[src/hw/fetchPkg.sv]
`default_nettype none

package fetchPkg;

    localparam int XLEN = 32;
    localparam int FETCH_ID_BITS = 4;
    localparam int BTB_ENTRIES = 16;
    localparam int WFI_DELAY = 64;
    localparam int MEM_WORDS = 256;

    // tag that travels with each instruction toward decode.
    localparam logic [1:0] FAULT_NONE = 2'd0;
    localparam logic [1:0] FAULT_INTERRUPT = 2'd1;

    localparam logic [6:0] OPC_JAL = 7'b1101111;
    localparam logic [6:0] OPC_SYSTEM = 7'b1110011;

    // wfi is a system op with rd, rs1 and funct3 all zero.
    localparam logic [11:0] WFI_IMM = 12'h105;

    // one instruction word seen as a jump or as a system op.
    typedef union packed {
        struct packed {
            logic immSign;          // imm[20].
            logic [9:0] immLow;     // imm[10:1].
            logic immBit11;
            logic [7:0] immHigh;    // imm[19:12].
            logic [4:0] rd;
            logic [6:0] opcode;
        } jType;
        struct packed {
            logic [11:0] imm12;
            logic [4:0] rs1;
            logic [2:0] funct3;
            logic [4:0] rd;
            logic [6:0] opcode;
        } iType;
    } rvInstr_u;

endpackage

`default_nettype wire

[src/hw/branchPredictor.sv]
`timescale 1ns/10ps
`default_nettype none

module branchPredictor #(
    parameter int xlen = fetchPkg::XLEN,
    parameter int btbEntries = fetchPkg::BTB_ENTRIES,
    parameter logic [xlen-1:0] resetPc = '0
) (
    input logic clk,
    input logic rst,
    input logic advance,
    input logic redirValid,
    input logic [xlen-1:0] redirDst,
    input logic extUpdValid,
    input logic [xlen-1:0] extUpdSrc,
    input logic [xlen-1:0] extUpdDst,
    input logic decUpdValid,
    input logic [xlen-1:0] decUpdSrc,
    input logic [xlen-1:0] decUpdDst,
    output logic [xlen-1:0] pc,
    output logic predTaken,
    output logic [xlen-1:0] predDst
);

    localparam int idxBits = $clog2(btbEntries);
    localparam int tagBits = xlen - idxBits - 2;

    logic [btbEntries-1:0] btbValid;
    logic [tagBits-1:0] btbTag [btbEntries];
    logic [xlen-1:0] btbDst [btbEntries];

    logic [idxBits-1:0] lookupIdx;
    logic updValid;
    logic [xlen-1:0] updSrc;
    logic [xlen-1:0] updDst;
    logic [idxBits-1:0] updIdx;

    // indexed by the low word-address bits.
    assign lookupIdx = pc[idxBits+1:2];
    assign predTaken = btbValid[lookupIdx] && (btbTag[lookupIdx] == pc[xlen-1:idxBits+2]);
    assign predDst = btbDst[lookupIdx];

    // the decode update is dropped when the external one fires.
    assign updValid = extUpdValid || decUpdValid;
    assign updSrc = extUpdValid ? extUpdSrc : decUpdSrc;
    assign updDst = extUpdValid ? extUpdDst : decUpdDst;
    assign updIdx = updSrc[idxBits+1:2];

    always_ff @(posedge clk) begin
        if (rst) begin
            pc <= resetPc;
        end else if (redirValid) begin
            pc <= redirDst;
        end else if (advance) begin
            pc <= predTaken ? predDst : pc + xlen'(4);
        end
    end

    always_ff @(posedge clk) begin
        if (rst) begin
            btbValid <= '0;
        end else if (updValid) begin
            btbValid[updIdx] <= 1'b1;
        end
    end

    always_ff @(posedge clk) begin
        if (updValid) begin
            btbTag[updIdx] <= updSrc[xlen-1:idxBits+2];
            btbDst[updIdx] <= updDst;
        end
    end

    // a misaligned target would split every following fetch.
    redirAligned: assert property (
        @(posedge clk) disable iff (rst) redirValid |-> redirDst[1:0] == 2'b00
    );

endmodule

`default_nettype wire

[src/hw/fetchPipeline.sv]
`timescale 1ns/10ps
`default_nettype none

module fetchPipeline #(
    parameter int fetchIdBits = fetchPkg::FETCH_ID_BITS
) (
    input logic clk,
    input logic rst,
    input logic issueValid,
    input logic [fetchPkg::XLEN-1:0] issuePc,
    input logic [1:0] issueFault,
    input logic issuePredTaken,
    input logic flush,
    input logic squashDec,
    output logic memRe,
    output logic [fetchPkg::XLEN-1:0] memAddr,
    input logic [fetchPkg::XLEN-1:0] memRData,
    output logic stall,
    output logic decRedirValid,
    output logic [fetchPkg::XLEN-1:0] decRedirDst,
    output logic decWfi,
    output logic pcfWe,
    output logic [fetchIdBits-1:0] pcfId,
    output logic [fetchPkg::XLEN-1:0] pcfPc,
    input logic [fetchIdBits-1:0] comFetchId,
    output logic outValid,
    input logic outReady,
    output logic [fetchPkg::XLEN-1:0] outInstr,
    output logic [fetchPkg::XLEN-1:0] outPc,
    output logic [fetchIdBits-1:0] outFetchId,
    output logic [1:0] outFault,
    output logic outPredTaken
);
    import fetchPkg::*;

    logic [fetchIdBits-1:0] nextId;
    logic reqValid;
    logic [XLEN-1:0] reqPc;
    logic [1:0] reqFault;
    logic reqPred;
    logic [fetchIdBits-1:0] reqId;
    logic rspValid;
    logic [XLEN-1:0] rspPc;
    logic [1:0] rspFault;
    logic rspPred;
    logic [fetchIdBits-1:0] rspId;
    logic outBusy;
    logic pipeStall;
    logic idFull;
    rvInstr_u rspInstr;
    logic isJal;
    logic isWfi;
    logic [XLEN-1:0] jalImm;

    assign outBusy = outValid && !outReady;
    assign pipeStall = rspValid && outBusy;
    assign idFull = fetchIdBits'(nextId + 1'b1) == comFetchId;   // window of IDs is full.
    assign stall = pipeStall || idFull;

    // memory keeps its read data while re is low, so a held response stays put.
    assign memRe = reqValid && !pipeStall;
    assign memAddr = reqPc;

    assign pcfWe = issueValid;
    assign pcfId = nextId;
    assign pcfPc = issuePc;

    assign rspInstr = memRData;
    assign isJal = rspInstr.jType.opcode == OPC_JAL;
    assign isWfi = rspInstr.iType.opcode == OPC_SYSTEM && rspInstr.iType.funct3 == 3'd0
        && rspInstr.iType.rs1 == 5'd0 && rspInstr.iType.rd == 5'd0
        && rspInstr.iType.imm12 == WFI_IMM;
    assign jalImm = {{(XLEN-20){rspInstr.jType.immSign}}, rspInstr.jType.immHigh,
        rspInstr.jType.immBit11, rspInstr.jType.immLow, 1'b0};

    // raised only as the word moves on, so a held word redirects once.
    assign decRedirValid = rspValid && !outBusy && rspFault == FAULT_NONE
        && ((isJal && !rspPred) || isWfi);
    assign decWfi = decRedirValid && isWfi;
    assign decRedirDst = rspPc + (isWfi ? XLEN'(4) : jalImm);

    always_ff @(posedge clk) begin
        if (rst) begin
            nextId <= '0;
        end else if (issueValid) begin
            nextId <= nextId + 1'b1;
        end
    end

    always_ff @(posedge clk) begin
        if (rst || flush) begin
            reqValid <= 1'b0;
            rspValid <= 1'b0;
            outValid <= 1'b0;
        end else begin
            if (!pipeStall) begin
                reqValid <= issueValid;
                rspValid <= reqValid && !squashDec;   // drop the fetch behind a redirect.
            end
            if (!outBusy) begin
                outValid <= rspValid;
            end
        end
    end

    always_ff @(posedge clk) begin
        if (!pipeStall) begin
            reqPc <= issuePc;
            reqFault <= issueFault;
            reqPred <= issuePredTaken;
            reqId <= nextId;
            rspPc <= reqPc;
            rspFault <= reqFault;
            rspPred <= reqPred;
            rspId <= reqId;
        end
        if (!outBusy && rspValid) begin
            outInstr <= memRData;
            outPc <= rspPc;
            outFetchId <= rspId;
            outFault <= rspFault;
            outPredTaken <= rspPred;
        end
    end

    // the held response word is the one memory returned before the stall.
    rspWordHeld: assert property (
        @(posedge clk) disable iff (rst) pipeStall |=> $stable(memRData)
    );

    // a transferred instruction never comes out a second time.
    outNoRepeat: assert property (
        @(posedge clk) disable iff (rst) outValid && outReady && !flush
            |=> !outValid || outFetchId != $past(outFetchId)
    );

endmodule

`default_nettype wire

[src/hw/pcFile.sv]
`timescale 1ns/10ps
`default_nettype none

module pcFile #(
    parameter int fetchIdBits = fetchPkg::FETCH_ID_BITS
) (
    input logic clk,
    input logic we,
    input logic [fetchIdBits-1:0] waddr,
    input logic [fetchPkg::XLEN-1:0] wdata,
    input logic re,
    input logic [fetchIdBits-1:0] raddr,
    output logic [fetchPkg::XLEN-1:0] rdata
);
    import fetchPkg::*;

    logic [XLEN-1:0] entries [2**fetchIdBits];

    // one entry per fetch ID, written at issue.
    always_ff @(posedge clk) begin
        if (we) begin
            entries[waddr] <= wdata;
        end
    end

    always_ff @(posedge clk) begin
        if (re) begin
            rdata <= entries[raddr];   // one cycle read latency.
        end
    end

endmodule

`default_nettype wire

[src/hw/instrFetch.sv]
`timescale 1ns/10ps
`default_nettype none

module instrFetch #(
    parameter int fetchIdBits = fetchPkg::FETCH_ID_BITS,
    parameter int btbEntries = fetchPkg::BTB_ENTRIES,
    parameter int wfiDelay = fetchPkg::WFI_DELAY,
    parameter logic [fetchPkg::XLEN-1:0] resetPc = '0
) (
    input logic clk,
    input logic rst,
    input logic en,
    input logic interruptPending,
    input logic redirValid,
    input logic [fetchPkg::XLEN-1:0] redirDst,
    input logic [fetchIdBits-1:0] redirFetchId,
    input logic btUpdValid,
    input logic [fetchPkg::XLEN-1:0] btUpdSrc,
    input logic [fetchPkg::XLEN-1:0] btUpdDst,
    input logic [fetchIdBits-1:0] comFetchId,
    input logic pcReadEn,
    input logic [fetchIdBits-1:0] pcReadId,
    output logic [fetchPkg::XLEN-1:0] pcReadData,
    output logic outValid,
    input logic outReady,
    output logic [fetchPkg::XLEN-1:0] outInstr,
    output logic [fetchPkg::XLEN-1:0] outPc,
    output logic [fetchIdBits-1:0] outFetchId,
    output logic [1:0] outFault,
    output logic outPredTaken,
    output logic memRe,
    output logic [fetchPkg::XLEN-1:0] memAddr,
    input logic [fetchPkg::XLEN-1:0] memRData
);
    import fetchPkg::*;

    localparam int cntBits = $clog2(wfiDelay + 1);

    logic [XLEN-1:0] pc;
    logic predTaken;
    logic stall;
    logic decRedirValid;
    logic [XLEN-1:0] decRedirDst;
    logic decWfi;
    logic pcfWe;
    logic [fetchIdBits-1:0] pcfId;
    logic [XLEN-1:0] pcfPc;
    logic waitForInterrupt;
    logic issuedInterrupt;
    logic [cntBits-1:0] wfiCount;
    logic baseEn;
    logic anyRedir;
    logic issueValid;
    logic [1:0] issueFault;
    logic squashDec;
    logic [XLEN-1:0] bpRedirDst;
    logic decUpdValid;
    logic [XLEN-1:0] decUpdDst;

    assign baseEn = en && !waitForInterrupt && !issuedInterrupt && !stall;
    assign anyRedir = redirValid || decRedirValid;
    assign issueValid = baseEn && !anyRedir;
    assign issueFault = interruptPending ? FAULT_INTERRUPT : FAULT_NONE;
    assign squashDec = decRedirValid && !redirValid;
    assign bpRedirDst = redirValid ? redirDst : decRedirDst;   // backend first.

    // the jal sits in the output register one cycle after its redirect.
    always_ff @(posedge clk) begin
        if (rst) begin
            decUpdValid <= 1'b0;
        end else begin
            decUpdValid <= squashDec && !decWfi;
        end
    end

    always_ff @(posedge clk) begin
        decUpdDst <= decRedirDst;
    end

    always_ff @(posedge clk) begin
        if (rst) begin
            waitForInterrupt <= 1'b0;
            issuedInterrupt <= 1'b0;
        end else begin
            if (waitForInterrupt) begin
                wfiCount <= wfiCount - 1'b1;
                if (interruptPending || wfiCount == '0) begin
                    waitForInterrupt <= 1'b0;
                end
            end
            if (redirValid) begin
                waitForInterrupt <= 1'b0;
                issuedInterrupt <= 1'b0;
            end else if (decWfi) begin
                waitForInterrupt <= 1'b1;
                wfiCount <= cntBits'(wfiDelay - 1);
            end else if (issueValid && interruptPending) begin
                issuedInterrupt <= 1'b1;   // hold fetch until the backend redirects.
            end
        end
    end

    branchPredictor #(.xlen(XLEN), .btbEntries(btbEntries), .resetPc(resetPc)) bp (
        .clk(clk),
        .rst(rst),
        .advance(issueValid),
        .redirValid(anyRedir),
        .redirDst(bpRedirDst),
        .extUpdValid(btUpdValid),
        .extUpdSrc(btUpdSrc),
        .extUpdDst(btUpdDst),
        .decUpdValid(decUpdValid),
        .decUpdSrc(outPc),
        .decUpdDst(decUpdDst),
        .pc(pc),
        .predTaken(predTaken),
        .predDst()
    );

    fetchPipeline #(.fetchIdBits(fetchIdBits)) pipe (
        .clk(clk),
        .rst(rst),
        .issueValid(issueValid),
        .issuePc(pc),
        .issueFault(issueFault),
        .issuePredTaken(predTaken),
        .flush(redirValid),
        .squashDec(squashDec),
        .memRe(memRe),
        .memAddr(memAddr),
        .memRData(memRData),
        .stall(stall),
        .decRedirValid(decRedirValid),
        .decRedirDst(decRedirDst),
        .decWfi(decWfi),
        .pcfWe(pcfWe),
        .pcfId(pcfId),
        .pcfPc(pcfPc),
        .comFetchId(comFetchId),
        .outValid(outValid),
        .outReady(outReady),
        .outInstr(outInstr),
        .outPc(outPc),
        .outFetchId(outFetchId),
        .outFault(outFault),
        .outPredTaken(outPredTaken)
    );

    pcFile #(.fetchIdBits(fetchIdBits)) pcf (
        .clk(clk),
        .we(pcfWe),
        .waddr(pcfId),
        .wdata(pcfPc),
        .re(pcReadEn),
        .raddr(pcReadId),
        .rdata(pcReadData)
    );

    // a redirect cycle leaves the request stage empty, so memory sees no read next.
    noIssueOnRedir: assert property (
        @(posedge clk) disable iff (rst) (redirValid || decRedirValid) |=> !memRe
    );

    // the backend can only redirect on a fetch it has already taken.
    redirFromTaken: assert property (
        @(posedge clk) disable iff (rst) redirValid && outValid |-> redirFetchId != outFetchId
    );

endmodule

`default_nettype wire

[config.mk]
export PLATFORM = sky130hd
export DESIGN_NAME = instrFetch
export DESIGN_NICKNAME = d
export VERILOG_FILES = /design/src/hw/fetchPkg.sv /design/src/hw/branchPredictor.sv /design/src/hw/fetchPipeline.sv /design/src/hw/pcFile.sv /design/src/hw/instrFetch.sv
export SDC_FILE = /design/constraint.sdc
export NUM_CORES = 2
export LEC_CHECK = 0
export BUFFER_PORTS_ARGS = -buffer_cell sky130_fd_sc_hd__buf_2
export CORE_MARGIN = 1
export CORE_UTILIZATION = 55
export DETAILED_ROUTE_END_ITERATION = 6
export GPL_TIMING_DRIVEN = 0
export MAX_ROUTING_LAYER = met4
export PLACE_DENSITY = 0.78
export SLEW_MARGIN = 20
export SYNTH_ARGS = -nofsm -noshare
export SYNTH_HDL_FRONTEND = slang
export SYNTH_HIERARCHICAL = 1
export SYNTH_SLANG_ARGS = --single-unit
[constraint.sdc]
create_clock -name clk -period 10.2 [get_ports clk]
set_clock_uncertainty 0.05 [all_clocks]
set_input_delay 1.53 -clock clk [delete_from_list [all_inputs] [get_ports clk]]
set_output_delay 1.53 -clock clk [all_outputs]
set_load 0.05 [all_outputs]
==> impl_metrics.ini <==
[run_status]
status = complete, no violations

[power_and_ir_drop]
p_int_uw = 12200
p_clk_frac = 0.388
p_sw_uw = 3980
power.leakage_uw = 0.0263
swShare = 0.247
p_comb_frac = 0.104
power.total_uw = 16200
seq_power_share = 0.508
peakVddDrop_v = 0.000187
p_per_area_nw_per_um2 = 204

[clock_network]
ctsHoldBuffers = 0
h-tree-depth = 4
clockBufferDepth = 3
cts.clk_slew.worst_paths_ps = 60
clk_latency_ps = 800
post_cts_buffers = 0
clkSinkCount = 1722
cts-buffers-inserted = 168
cts-root-buf = clkbuf_16
cts.repair.resized = 0
cts_tree = built

[finish]
fin_cells = 5679
fin_util = 0.650
regArea_um2 = 50800
syn2layout_area_growth_pct = 16.8
layout_common_cells = edfxtp_1, mux4_2, buf_2, clkbuf_16, clkbuf_1
fillerInstances = 7785
drive_gt1_frac = 0.314
multi_input_area_um2 = 16100
layout_commonest_cell = edfxtp_1
fin_nets = 4075

[setup_path]
worst_setup_path_end_kind = register
path_max_fanout = 10
worstPathArrival_ps = 7190
r2r_slack_ps = 4330
slowest_stage = or4_1
cp-start-kind = primary input
cp_slowest_stage_delay_ps = 820
cp_cell_sequence = buf_2 -> inv_1 -> or4_1 -> or4_1 -> a21oi_1 -> nor2_1 -> nand3_1 -> nor2_1 -> clkbuf_1 -> clkinv_1 -> clkbuf_1 -> clkbuf_1 -> nand2_1 -> a311oi_1
required_ps = 10780
worstSetupStartpoint = memRData[22]
crit_type = in -> reg
cp_common_cell = clkbuf_1
worstRegToRegCells = 13
r2r_start = pipe/outValid

[yosys]
synth_top_area_share = 0.720
async_flop_share = 0
avgSynthCellArea_um2 = 20.3
synth_seq_cells = 1722
synth_edf_count = 1628
synth_fp_nets = 3527
syn_inst = 3345
synth_largest_area_cell = edfxtp_1
syn_area_um2 = 67900
synth_seq_area_share = 0.748
yosys_warnings = 6
yosysUniqueCellTypes = 87
synthFlopType = edfxtp_1
synthTopCellsByArea = edfxtp_1, mux4_2, dfxtp_1

[sta]
hold_viol_final = 0
setup_viol = 0
period_needed_ps = 6610
fmax_mhz = 151
period_share = 0.648
slew_violations = 0
tightest_slew_ps = 1280
relSlewSlack = 0.148
rsz0062_at_grt = false

[drt]
wl_per_cell_um = 35.6
dr.pass1.iters = 7
drt_wl_total_mm = 202
remaining_drc_errors = 0
via_count = 37700
antenna_left = 0
viasPerCell = 6.64
drt-initial-drc-count = 5880

[global_route]
grtUsageTotal = 0.335
grt_pass1_vias = 36800
grt-ovfl-total = 0
grt_first_pass_wirelength_mm = 280
antenna_found_initial = 19
grt_max_degree = 45

[placed_design]
hpwl_mm = 137
gp_congestion = 0.977
portBuffers = 275
placedCellCount = 5347

[die]
dieArea_um2 = 125000
rows = 128
die_h_um = 353
initial_core_util = 0.556
die_w_um = 353
ioPinCount = 285
core_um2 = 122000

[job]
drv_cap = 0

[min_path]
hold_path_class = reg -> reg
layer usage:
layer | routed length [um] | vias to the layer above | share of wire | global-route usage
met5 | 0 | - | 0 | -
met4 | 9740 | 0 | 0.048 | 0.143
met3 | 26700 | 451 | 0.13 | 0.0975
met2 | 93500 | 2841 | 0.46 | 0.497
met1 | 72000 | 19500 | 0.36 | 0.435
li1 | - | 14900 | - | -
final cells by class:
type                            count  area share
Multi-Input combinational cell   1388       0.203
Clock buffer                      224      0.0575
Tap cell                         1625      0.0256
Buffer                            213      0.0146
Sequential cell                  1722       0.640
Inverter                           22     0.00104
Antenna cell                       21    0.000663
Timing Repair Buffer              378      0.0449
Clock inverter                     86      0.0118
worst min path at each step:
stage	start	to	slack, ps	cells after the start
3_3_place_gp	pipe/reqFault[1]	pipe/rspFault[1]	350	0
6_report	pipe/reqFault[0]	pipe/rspFault[0]	370	0
5_1_grt	pipe/rspId[1]	pipe/outFetchId[1]	380	0
2_1_floorplan	pipe/rspId[0]	pipe/outFetchId[0]	350	0
4_1_cts	pipe/rspId[0]	pipe/outFetchId[0]	370	0
3_5_place_dp	pipe/rspId[0]	pipe/outFetchId[0]	360	0
through the flow:
| stage | TNS [ps] | hold WS (ps) | setup WS [ps] | instance area [um^2] |
|---|---|---|---|---|
| after floorplan | 0 | 350 | 2600 | 67900 |
| after global placement | -708410 | 351 | -2080 | 71300 |
| after detailed placement | 0 | 358 | 3130 | 73700 |
| after CTS | 0 | 373 | 3930 | 79200 |
| after global routing | 0 | 385 | 3600 | 79300 |
| final | 0 | 374 | 3590 | 79300 |
Yosys cell counts (5+ instances only):
cell type  number
o21ai_1         5
xor2_1         27
o21a_1          5
dfxtp_1        94
nor2_1        138
a22oi_1        67
a21o_1          8
buf_4          50
a211oi_1        7
a22o_1         16
a221oi_1       10
o21ai_0        34
and2_1         12
inv_1          18
xnor2_1        41
mux2i_1        82
edfxtp_1     1628
mux2_2         94
buf_1          25
clkbuf_1       85
nor4_1          9
buf_6           9
a21oi_1        52
a221o_1         7
nand3_1        34
a211o_1         6
ha_1           33
nor2b_1        19
nor3_1         22
and3_1         18
or4_1          11
nand4_1        20
nor4b_1         6
a31oi_1        31
nand2b_1       10
nand2_1        94
a41oi_1         5
buf_2          41
mux4_2        389
cells by family after synthesis:
logic type / share of synthesized area
xor gates and xnor gates: 0.00877
buffers and inverters: 0.0182
muxes: 0.157
other: 0.0000552
AOI/OAI and AO/OA: 0.0323
DFF: 0.748
and+or+nand+nor: 0.0298
adders and majority gates: 0.00638
power groups by stage:
stage / Sequential [uW] / Clock, uW / Combinational [uW]
after floorplan: 8330 / 0 / 939
after global placement: 8350 / 0 / 1560
after detailed placement: 8340 / 0 / 1620
after CTS: 8190 / 6270 / 1640
after global routing: 8200 / 6540 / 1730
final: 8200 / 6270 / 1680
worst max-delay path, delay by kind of cell:
kind	cells	cell delay [ps]
simple gates	6	2250
compound gates	2	1160
buf+inv	6	2210
state kept, by name, indices dropped and copies added (netlist names), 2 cells and up, named ones only:
name and count:
pipe/outFetchId 4, pipe/memAddr 32, pipe/reqId 4, bp/btbDst 512
pcf/entries 512, bp/pc 32, pcf/rdata 32, pipe/reqFault 2
bp/btbTag 416, pipe/pcfId 4, pipe/rspId 4, pipe/rspPc 32
pipe/outPc 32, decUpdDst 32, pipe/outFault 2, bp/btbValid 16
pipe/outInstr 32, wfiCount 7, pipe/rspFault 2
(Power assumes the default switching activity.)
